--- src/fpslice_pkg.sv ---
// Shared types for the slice; only FP32 and FP16 exist, and lane 1 can hold FP16 only
`default_nettype none

package fpslice_pkg;

  // ----------------------------------------------------------
  // Slice geometry
  // ----------------------------------------------------------
  localparam int unsigned SLICE_WIDTH = 32;
  localparam int unsigned NUM_LANES   = 2;

  // ----------------------------------------------------------
  // Formats and opcodes
  // ----------------------------------------------------------
  typedef enum logic [0:0] {
    FP32 = 1'b0,
    FP16 = 1'b1
  } fp_format_e;

  // Non-computational group only
  typedef enum logic [2:0] {
    SGNJ  = 3'd0,
    SGNJN = 3'd1,
    SGNJX = 3'd2,
    FMIN  = 3'd3,
    FMAX  = 3'd4
  } operation_e;

  // IEEE 754 exception flags, in the usual fflags order
  typedef struct packed {
    logic NV;
    logic DZ;
    logic OF;
    logic UF;
    logic NX;
  } status_t;

  localparam int unsigned STATUS_BITS = $bits(status_t);

  // Canonical quiet NaNs
  localparam logic [31:0] FP32_QNAN = 32'h7FC0_0000;
  localparam logic [15:0] FP16_QNAN = 16'h7E00;

  // Total bit width of a format
  function automatic int unsigned fp_width(fp_format_e fmt);
    case (fmt)
      FP32: return 32;
      FP16: return 16;
      default: return 32;
    endcase
  endfunction

endpackage

`default_nettype wire

--- src/fp_lane_pipe.sv ---
// Elastic register chain; NumPipeRegs 0 is a plain wire path and busy_o is then always 0
`timescale 1ns/10ps
`default_nettype none

module fp_lane_pipe #(
  parameter int unsigned PayloadWidth = 8,
  parameter int unsigned NumPipeRegs  = 1
) (
  input  logic                    clk_i,
  input  logic                    reset_i,
  input  logic                    flush_i,
  input  logic [PayloadWidth-1:0] payload_i,
  input  logic                    in_valid_i,
  output logic                    in_ready_o,
  output logic [PayloadWidth-1:0] payload_o,
  output logic                    out_valid_o,
  input  logic                    out_ready_i,
  output logic                    busy_o
);

  // Index i is the signal after i register stages
  logic [PayloadWidth-1:0] stage_data  [0:NumPipeRegs];
  logic                    stage_valid [0:NumPipeRegs];
  logic                    stage_ready [0:NumPipeRegs];

  // Entry point of the chain
  assign stage_data[0]  = payload_i;
  assign stage_valid[0] = in_valid_i;
  assign in_ready_o     = stage_ready[0];

  // ----------------------------------------------------------
  // Register stages
  // ----------------------------------------------------------
  for (genvar i = 0; i < NumPipeRegs; i++) begin : gen_stage
    logic stage_en;

    // Advance when the next stage takes data or only holds a bubble
    assign stage_ready[i] = stage_ready[i+1] | ~stage_valid[i+1];
    assign stage_en       = stage_ready[i] & stage_valid[i];

    always_ff @(posedge clk_i) begin
      if (reset_i || flush_i) begin
        stage_valid[i+1] <= 1'b0;
      end else if (stage_ready[i]) begin
        stage_valid[i+1] <= stage_valid[i];
      end
    end

    // Payload only moves with a real item
    always_ff @(posedge clk_i) begin
      if (stage_en) begin
        stage_data[i+1] <= stage_data[i];
      end
    end
  end

  // Downstream drives the last ready
  assign stage_ready[NumPipeRegs] = out_ready_i;
  assign payload_o                = stage_data[NumPipeRegs];
  assign out_valid_o              = stage_valid[NumPipeRegs];

  // Anything held in a register counts as in flight
  always_comb begin : busy_or
    busy_o = 1'b0;
    for (int unsigned i = 1; i <= NumPipeRegs; i++) begin
      busy_o = busy_o | stage_valid[i];
    end
  end

endmodule

`default_nettype wire

--- src/fp_noncomp_lane.sv ---
// One lane; FP32 works only with LaneWidth 32, a narrower lane always computes FP16
`timescale 1ns/10ps
`default_nettype none

module fp_noncomp_lane #(
  parameter int unsigned LaneWidth   = 32,
  parameter int unsigned NumPipeRegs = 1,
  parameter int unsigned TagWidth    = 4
) (
  input  logic                    clk_i,
  input  logic                    reset_i,
  input  logic                    flush_i,
  input  logic [LaneWidth-1:0]    operand_a_i,
  input  logic [LaneWidth-1:0]    operand_b_i,
  input  fpslice_pkg::operation_e op_i,
  input  fpslice_pkg::fp_format_e fmt_i,
  input  logic                    vector_i,
  input  logic [TagWidth-1:0]     tag_i,
  input  logic                    in_valid_i,
  output logic                    in_ready_o,
  output logic [LaneWidth-1:0]    result_o,
  output fpslice_pkg::status_t    status_o,
  output logic [TagWidth-1:0]     tag_o,
  output fpslice_pkg::fp_format_e fmt_o,
  output logic                    vector_o,
  output logic                    out_valid_o,
  input  logic                    out_ready_i,
  output logic                    busy_o
);

  localparam int unsigned WideWidth    = fpslice_pkg::fp_width(fpslice_pkg::FP32);
  localparam int unsigned FmtBits      = $bits(fpslice_pkg::fp_format_e);
  localparam int unsigned PayloadWidth =
      LaneWidth + fpslice_pkg::STATUS_BITS + TagWidth + FmtBits + 1;
  localparam logic [WideWidth-1:0] Fp16QnanWide =
      {{(WideWidth-16){1'b1}}, fpslice_pkg::FP16_QNAN};

  fpslice_pkg::fp_format_e fmt;
  fpslice_pkg::status_t    status;
  logic [WideWidth-1:0]    a_wide, b_wide, result_wide;
  logic [WideWidth-2:0]    mag_a, mag_b;
  logic                    sign_a, sign_b;
  logic                    a_nan, b_nan, a_snan, b_snan;
  logic                    a_lt_b;
  logic [PayloadWidth-1:0] payload_in, payload_out;
  logic [FmtBits-1:0]      fmt_bits;

  function automatic logic sign_of(logic [WideWidth-1:0] val, fpslice_pkg::fp_format_e f);
    return (f == fpslice_pkg::FP32) ? val[31] : val[15];
  endfunction

  function automatic logic [WideWidth-2:0] mag_of(logic [WideWidth-1:0] val,
                                                  fpslice_pkg::fp_format_e f);
    return (f == fpslice_pkg::FP32) ? val[30:0] : {16'b0, val[14:0]};
  endfunction

  // Exponent all ones and mantissa nonzero
  function automatic logic is_nan(logic [WideWidth-1:0] val, fpslice_pkg::fp_format_e f);
    if (f == fpslice_pkg::FP32) begin
      return (&val[30:23]) && (|val[22:0]);
    end
    return (&val[14:10]) && (|val[9:0]);
  endfunction

  // Signaling NaNs have the top mantissa bit clear
  function automatic logic quiet_bit(logic [WideWidth-1:0] val, fpslice_pkg::fp_format_e f);
    return (f == fpslice_pkg::FP32) ? val[22] : val[9];
  endfunction

  function automatic logic [WideWidth-1:0] with_sign(logic [WideWidth-1:0] val,
                                                     fpslice_pkg::fp_format_e f, logic s);
    logic [WideWidth-1:0] res;
    res = val;
    if (f == fpslice_pkg::FP32) begin
      res[31] = s;
    end else begin
      res[15] = s;
    end
    return res;
  endfunction

  // ----------------------------------------------------------
  // Operand unpacking
  // ----------------------------------------------------------
  assign fmt    = (LaneWidth >= WideWidth) ? fmt_i : fpslice_pkg::FP16;
  assign a_wide = WideWidth'(operand_a_i);
  assign b_wide = WideWidth'(operand_b_i);
  assign sign_a = sign_of(a_wide, fmt);
  assign sign_b = sign_of(b_wide, fmt);
  assign mag_a  = mag_of(a_wide, fmt);
  assign mag_b  = mag_of(b_wide, fmt);
  assign a_nan  = is_nan(a_wide, fmt);
  assign b_nan  = is_nan(b_wide, fmt);
  assign a_snan = a_nan & ~quiet_bit(a_wide, fmt);
  assign b_snan = b_nan & ~quiet_bit(b_wide, fmt);

  // Sign-magnitude order, so -0 sorts below +0
  always_comb begin : order
    if (sign_a != sign_b) begin
      a_lt_b = sign_a;
    end else if (sign_a) begin
      a_lt_b = mag_a > mag_b;
    end else begin
      a_lt_b = mag_a < mag_b;
    end
  end

  // ----------------------------------------------------------
  // Operation select
  // ----------------------------------------------------------
  always_comb begin : compute
    result_wide = a_wide;
    status      = '0;
    case (op_i)
      fpslice_pkg::SGNJ:  result_wide = with_sign(a_wide, fmt, sign_b);
      fpslice_pkg::SGNJN: result_wide = with_sign(a_wide, fmt, ~sign_b);
      fpslice_pkg::SGNJX: result_wide = with_sign(a_wide, fmt, sign_a ^ sign_b);
      fpslice_pkg::FMIN, fpslice_pkg::FMAX: begin
        status.NV = a_snan | b_snan;
        if (a_nan && b_nan) begin
          result_wide = (fmt == fpslice_pkg::FP32) ? fpslice_pkg::FP32_QNAN : Fp16QnanWide;
        end else if (a_nan) begin
          result_wide = b_wide;
        end else if (b_nan) begin
          result_wide = a_wide;
        end else if (a_lt_b == (op_i == fpslice_pkg::FMIN)) begin
          result_wide = a_wide;
        end else begin
          result_wide = b_wide;
        end
      end
      default: result_wide = a_wide;
    endcase
  end

  // Result, flags, tag and aux travel as one word
  assign payload_in = {result_wide[LaneWidth-1:0], status, tag_i, fmt_i, vector_i};

  fp_lane_pipe #(
    .PayloadWidth ( PayloadWidth ),
    .NumPipeRegs  ( NumPipeRegs  )
  ) i_lane_pipe (
    .clk_i       ( clk_i       ),
    .reset_i     ( reset_i     ),
    .flush_i     ( flush_i     ),
    .payload_i   ( payload_in  ),
    .in_valid_i  ( in_valid_i  ),
    .in_ready_o  ( in_ready_o  ),
    .payload_o   ( payload_out ),
    .out_valid_o ( out_valid_o ),
    .out_ready_i ( out_ready_i ),
    .busy_o      ( busy_o      )
  );

  assign {result_o, status_o, tag_o, fmt_bits, vector_o} = payload_out;
  assign fmt_o = fpslice_pkg::fp_format_e'(fmt_bits);

endmodule

`default_nettype wire

--- src/fp_result_packer.sv ---
// Packs FP32 or FP16 lane results; a missing upper FP16 result is NaN-boxed with ones
`timescale 1ns/10ps
`default_nettype none

module fp_result_packer #(
  parameter bit EnableVectors = 1'b1
) (
  input  logic [fpslice_pkg::SLICE_WIDTH-1:0]                          lane0_result_i,
  input  logic [fpslice_pkg::fp_width(fpslice_pkg::FP16)-1:0]          lane1_result_i,
  input  fpslice_pkg::status_t                                         lane0_status_i,
  input  fpslice_pkg::status_t                                         lane1_status_i,
  input  logic                                                         lane1_valid_i,
  input  fpslice_pkg::fp_format_e                                      fmt_i,
  output logic [fpslice_pkg::SLICE_WIDTH-1:0]                          result_o,
  output fpslice_pkg::status_t                                         status_o
);

  localparam int unsigned HalfWidth  = fpslice_pkg::fp_width(fpslice_pkg::FP16);
  localparam int unsigned SliceWidth = fpslice_pkg::SLICE_WIDTH;

  logic                 upper_used;
  fpslice_pkg::status_t lane1_status;

  // Upper lane only contributes to vector results
  assign upper_used = EnableVectors && lane1_valid_i;

  // ----------------------------------------------------------
  // Result packing
  // ----------------------------------------------------------
  always_comb begin : pack_result
    if (fmt_i == fpslice_pkg::FP32) begin
      // Lane 0 covers the full word
      result_o = lane0_result_i;
    end else begin
      result_o[HalfWidth-1:0] = lane0_result_i[HalfWidth-1:0];
      // NaN-box when the upper half carries nothing
      result_o[SliceWidth-1:HalfWidth] = upper_used ? lane1_result_i : '1;
    end
  end

  // ----------------------------------------------------------
  // Status collapse
  // ----------------------------------------------------------
  // Flags of an idle upper lane are ignored
  assign lane1_status = upper_used ? lane1_status_i : '0;
  assign status_o     = lane0_status_i | lane1_status;

endmodule

`default_nettype wire

--- src/fp_simd_slice.sv ---
// Two-lane sign-injection/min-max slice; vector ops run in both lanes only for FP16 with EnableVectors
`timescale 1ns/10ps
`default_nettype none

module fp_simd_slice #(
  parameter int unsigned NumPipeRegs   = 1,
  parameter int unsigned TagWidth      = 4,
  parameter bit          EnableVectors = 1'b1
) (
  input  logic                                clk_i,
  input  logic                                reset_i,
  input  logic                                flush_i,
  input  logic [fpslice_pkg::SLICE_WIDTH-1:0] operand_a_i,
  input  logic [fpslice_pkg::SLICE_WIDTH-1:0] operand_b_i,
  input  fpslice_pkg::operation_e             op_i,
  input  fpslice_pkg::fp_format_e             dst_fmt_i,
  input  logic                                vectorial_op_i,
  input  logic [TagWidth-1:0]                 tag_i,
  input  logic                                in_valid_i,
  output logic                                in_ready_o,
  output logic [fpslice_pkg::SLICE_WIDTH-1:0] result_o,
  output fpslice_pkg::status_t                status_o,
  output logic [TagWidth-1:0]                 tag_o,
  output logic                                out_valid_o,
  input  logic                                out_ready_i,
  output logic                                busy_o
);

  localparam int unsigned Lane0Width = fpslice_pkg::fp_width(fpslice_pkg::FP32);
  localparam int unsigned Lane1Width = fpslice_pkg::fp_width(fpslice_pkg::FP16);

  logic                              vector_op;
  logic [fpslice_pkg::NUM_LANES-1:0] lane_busy;
  logic                              lane0_busy, lane1_busy;
  logic [Lane0Width-1:0]             lane0_result;
  fpslice_pkg::status_t              lane0_status;
  fpslice_pkg::fp_format_e           lane0_fmt;
  logic                              lane0_vector;
  logic [Lane1Width-1:0]             lane1_result;
  fpslice_pkg::status_t              lane1_status;
  logic                              lane1_out_valid;

  // ----------------------------------------------------------
  // Input side
  // ----------------------------------------------------------
  // Vector mode needs two FP16 values in the word
  assign vector_op = vectorial_op_i & EnableVectors & (dst_fmt_i == fpslice_pkg::FP16);

  // Lane 0 always works and owns the upstream handshake
  fp_noncomp_lane #(
    .LaneWidth   ( Lane0Width  ),
    .NumPipeRegs ( NumPipeRegs ),
    .TagWidth    ( TagWidth    )
  ) i_lane0 (
    .clk_i       ( clk_i                    ),
    .reset_i     ( reset_i                  ),
    .flush_i     ( flush_i                  ),
    .operand_a_i ( operand_a_i[Lane0Width-1:0] ),
    .operand_b_i ( operand_b_i[Lane0Width-1:0] ),
    .op_i        ( op_i                     ),
    .fmt_i       ( dst_fmt_i                ),
    .vector_i    ( vector_op                ),
    .tag_i       ( tag_i                    ),
    .in_valid_i  ( in_valid_i               ),
    .in_ready_o  ( in_ready_o               ),
    .result_o    ( lane0_result             ),
    .status_o    ( lane0_status             ),
    .tag_o       ( tag_o                    ),
    .fmt_o       ( lane0_fmt                ),
    .vector_o    ( lane0_vector             ),
    .out_valid_o ( out_valid_o              ),
    .out_ready_i ( out_ready_i              ),
    .busy_o      ( lane0_busy               )
  );

  // ----------------------------------------------------------
  // Upper lane, vector items only
  // ----------------------------------------------------------
  if (EnableVectors) begin : gen_lane1
    logic lane1_in_valid, lane1_out_ready, lane1_valid_raw;

    // Take an item only in the cycle lane 0 takes its twin
    assign lane1_in_valid  = in_valid_i & vector_op & in_ready_o;
    // Leave together with the twin at lane 0's output
    assign lane1_out_ready = out_ready_i & lane0_vector;

    fp_noncomp_lane #(
      .LaneWidth   ( Lane1Width  ),
      .NumPipeRegs ( NumPipeRegs ),
      .TagWidth    ( TagWidth    )
    ) i_lane1 (
      .clk_i       ( clk_i                                  ),
      .reset_i     ( reset_i                                ),
      .flush_i     ( flush_i                                ),
      .operand_a_i ( operand_a_i[2*Lane1Width-1:Lane1Width] ),
      .operand_b_i ( operand_b_i[2*Lane1Width-1:Lane1Width] ),
      .op_i        ( op_i                                   ),
      .fmt_i       ( dst_fmt_i                              ),
      .vector_i    ( vector_op                              ),
      .tag_i       ( tag_i                                  ),
      .in_valid_i  ( lane1_in_valid                         ),
      .in_ready_o  (                                        ),
      .result_o    ( lane1_result                           ),
      .status_o    ( lane1_status                           ),
      .tag_o       (                                        ),
      .fmt_o       (                                        ),
      .vector_o    (                                        ),
      .out_valid_o ( lane1_valid_raw                        ),
      .out_ready_i ( lane1_out_ready                        ),
      .busy_o      ( lane1_busy                             )
    );

    assign lane1_out_valid = lane1_valid_raw & lane0_vector;
  end else begin : gen_no_lane1
    assign lane1_result    = '1;
    assign lane1_status    = '0;
    assign lane1_out_valid = 1'b0;
    assign lane1_busy      = 1'b0;
  end

  // ----------------------------------------------------------
  // Output side
  // ----------------------------------------------------------
  fp_result_packer #(
    .EnableVectors ( EnableVectors )
  ) i_packer (
    .lane0_result_i ( lane0_result    ),
    .lane1_result_i ( lane1_result    ),
    .lane0_status_i ( lane0_status    ),
    .lane1_status_i ( lane1_status    ),
    .lane1_valid_i  ( lane1_out_valid ),
    .fmt_i          ( lane0_fmt       ),
    .result_o       ( result_o        ),
    .status_o       ( status_o        )
  );

  assign lane_busy = {lane1_busy, lane0_busy};
  assign busy_o    = |lane_busy;

endmodule

`default_nettype wire

--- config.mk ---
export PLATFORM = sky130hd
export DESIGN_NAME = fp_simd_slice
export DESIGN_NICKNAME = d
export VERILOG_FILES = /design/src/fpslice_pkg.sv /design/src/fp_lane_pipe.sv /design/src/fp_noncomp_lane.sv /design/src/fp_result_packer.sv /design/src/fp_simd_slice.sv
export SDC_FILE = /design/constraint.sdc
export NUM_CORES = 1
export LEC_CHECK = 0
export BUFFER_PORTS_ARGS = -buffer_cell sky130_fd_sc_hd__buf_4
export CORE_MARGIN = 8
export CORE_UTILIZATION = 49
export CTS_CLUSTER_SIZE = 24
export DETAILED_ROUTE_END_ITERATION = 12
export GPL_TIMING_DRIVEN = 0
export PLACE_DENSITY = 0.78
export RECOVER_POWER = 25
export SLEW_MARGIN = 5
export SYNTH_ARGS = -nofsm -noshare
export SYNTH_HDL_FRONTEND = slang
export SYNTH_SLANG_ARGS = --single-unit
--- constraint.sdc ---
create_clock -name clk_i -period 3.9 [get_ports clk_i]
set_input_delay 0.195 -clock clk_i [delete_from_list [all_inputs] [get_ports clk_i]]
set_output_delay 0.195 -clock clk_i [all_outputs]
set_load 0.01 [all_outputs]
==> flow_summary.toml <==
[outcome]
status = "complete, but fails checks"
violations = "capacitance limit, slew limit"

[critical_path]
path_class = "input pin to flop"
critPathArrivalTime_ps = 3700
endpoint_kind = "flop"
worstPathRequired_ps = 3980
cp-start-kind = "input pin"
crit_fanout = 13
r2r_setup_slack_ps = 1190

[timing]
period_share_pct = 92.91
setup_ws_ps = 276.5
grt_setup_unrepaired = "no"
setup_viol = 0
fmax_mhz = 276.0
holdWs_ps = 15.36
maxSlewViolCount = 20
fin_worst_skew_ps = 7.507
period_needed_ps = 3623
hold_viol_final = 0
tightest_slew_ps = 1520
max_slew_margin_pct = -1.370

[routing]
drc = 0
wl_um = 13470
ant_nets = 0
vias = 4276
drtPass1Iterations = 5
vias_per_cell = 5.818
drt_iter0_markers = 301
routedWlPerCell_um = 18.33

[power]
switching_share_pct = 28.94
p_seq_share_pct = 42.1
ir_worst_vdd_mv = 0.1746
p_int_uw = 1263
clkPwrFrac_pct = 29.6
power_leakage_uw = 0.002573
powerDensity_mw_per_mm2 = 305.0
comb_power_share_pct = 28.2
p_sw_uw = 514.3

[yosys]
syn_avg_cell_area_um2 = 9.375
synth_top_area_share_pct = 36.38
synth-async-reset-ratio_pct = 0
yosysMostFrequentCell = "edfxtp_1"
synthesis.area_mm2 = 0.004622
synth_warnings = 0
synth_cell_types = 57
synth_commonest_cells = "edfxtp_1, nand2_1, ha_1, inv_1, a21oi_1"
yosysSeqAreaShare_pct = 37.25
ys_seq_elements = 58
yosysTopAreaCell = "edfxtp_1"
yosys_most_used_dff = "edfxtp_1"
ys_top_cells_by_area = "edfxtp_1, ha_1, a22o_1, nand2_1, buf_4"
netlist_instances = 493
synth-edff-count = 56

[die]
core_mm2 = 0.009196
dieWidth_um = 113.1
std_cell_rows = 35
die_y_um = 113.1
initial_utilization_pct = 50.26
pin_count = 122
die-area_mm2 = 0.01280

[finish]
ff_latch_area_mm2 = 0.001722
nets = 744
area_growth_pct = 26.04
drive_above_1_share_pct = 26.44
multi_input_area_mm2 = 0.002519
stdcell_count = 735
antennaDiodeCount = 0
stdcell_area_mm2 = 0.005826
nFillCells = 781

[global_route]
overflow = 0
first_global_vias = 4355
grt_max_degree = 22
grt_pass1_wl_um = 21620
grt_util_all_layers_pct = 20.99
antenna_found_initial = 0

[clocking]
htreeDepth = 3
clk_pin_slew_ps = 70
root_buffer = "clkbuf_8"
cts_tree = "yes"
cts_buffer_depth = 2
cts_sinks = 58
clk_latency_ps = 340
cts-buffers-inserted = 9

[placement]
hpwl_um = 10860
portBuffers = 113
globalplace.congestion = 0.9538
dp.cells = 722
placed_cell_area_mm2 = 0.005668
place_ws_ps = -813.8

[flow_run]
drv_cap = 1

[worst_hold_path]
hp-class = "input pin to flop"
==> path summary, 6_finish.rpt <==
kind	startpoint	end	depth (start not counted)
max	dst_fmt_i	i_lane0.i_lane_pipe.payload_o[33]$_DFFE_PP_	14
min	reset_i	gen_lane1.i_lane1.i_lane_pipe.busy_o$_SDFFE_PP0N_	2
min reg2reg	gen_lane1.i_lane1.i_lane_pipe.busy_o$_SDFFE_PP0N_	gen_lane1.i_lane1.i_lane_pipe.busy_o$_SDFFE_PP0N_	2
max reg2reg	i_lane0.i_lane_pipe.busy_o$_SDFFE_PP0N_	gen_lane1.i_lane1.i_lane_pipe.payload_o[19]$_DFFE_PP_	6
==> state kept, by name (all words and copies together), names as in the netlist <==
signal,flops
gen_lane1.i_lane1.i_lane_pipe.busy_o,1
gen_lane1.i_lane1.i_lane_pipe.payload_o,17
i_lane0.i_lane_pipe.busy_o,1
i_lane0.i_lane_pipe.payload_o,39
==> cell type report <==
type	instances	area share (%)
clock inverters	5	0.7947
well taps	111	2.384
flip-flops and latches	58	29.55
repair buffers	115	15.10
plain buffers	40	4.274
multi-input cells	358	43.23
inverters	38	2.470
clock buffers	10	2.191
==> worst max-delay path, stage by stage <==
cell and delay (ps):
buf_4 180, clkbuf_2 270, nor2b_1 90, ha_1 320, a21o_1 160, a21o_1 170, a221o_1 390, or4_4 510
a41o_1 250, a221oi_2 330, nor2_1 90, a21oi_2 150, buf_4 230, mux2_1 350
==> metrics by stage <==
stage	utilization, %	power, µW	setup TNS (ps)
finish	63.35	1777	0
global route	63.35	1863	0
CTS	63.50	1786	0
detailed placement	61.63	1263	-22630
global placement	61.12	1243	-22710
floorplan	-	1049	0
==> layout by cell type, fill, tap and decap left out, types with 11 or more instances in the layout <==
| cell | synthesis | layout |
|---|---|---|
| a21oi_1 | 32 | 31 |
| a22o_1 | 23 | 23 |
| buf_4 | 25 | 111 |
| clkbuf_1 | 15 | 15 |
| clkbuf_4 | 0 | 24 |
| edfxtp_1 | 56 | 56 |
| ha_1 | 46 | 46 |
| inv_1 | 37 | 37 |
| nand2_1 | 53 | 53 |
| nand3_1 | 11 | 11 |
| nand4_1 | 13 | 13 |
| nor2_1 | 27 | 27 |
| nor2b_1 | 18 | 18 |
| nor4_1 | 13 | 13 |
| o21ai_0 | 17 | 17 |
| o22a_1 | 18 | 18 |
==> timing repair <==
| item | CTS | global route |
|---|---|---|
| hold endpoints to repair | 0 | 0 |
| hold buffers | 0 | 0 |
| setup endpoints to repair | 31 | 20 |
| gates resized for setup | 1 | 4 |
| buffers inserted | 0 | 0 |
==> power groups by stage <==
stage / Clock [µW] / Combinational [µW] / Sequential (µW)
5_1_grt: 560 / 551 / 751
3_3_place_gp: 0 / 481 / 762
4_1_cts: 534 / 503 / 749
2_1_floorplan: 0 / 289 / 760
6_report: 527 / 502 / 748
3_5_place_dp: 0 / 501 / 762
==> layer usage <==
metal / track usage (%) / wire (µm) / part of all wire (%) / up-vias
li1: - / - / - / 2079
met1: 25.62 / 5749 / 43 / 2000
met2: 35.12 / 6524 / 48 / 168
met3: 4.579 / 910 / 6.8 / 29
met4: 8.526 / 285 / 2.1 / 0
met5: 0 / 0 / 0 / -
==> kinds of logic (layout without fill, tap and decap cells) <==
kind of cell / after synthesis / after routing / synth area share [%]
compound gates: 129 / 129 / 20.17
fa+ha+maj: 46 / 46 / 12.45
other cells: 1 / 4 / 0.08113
mux: 16 / 16 / 3.844
buf+inv: 80 / 208 / 8.581
flops: 58 / 58 / 37.25
simple gates: 163 / 163 / 17.62
No activity file was read; power rests on OpenSTA's default activity.
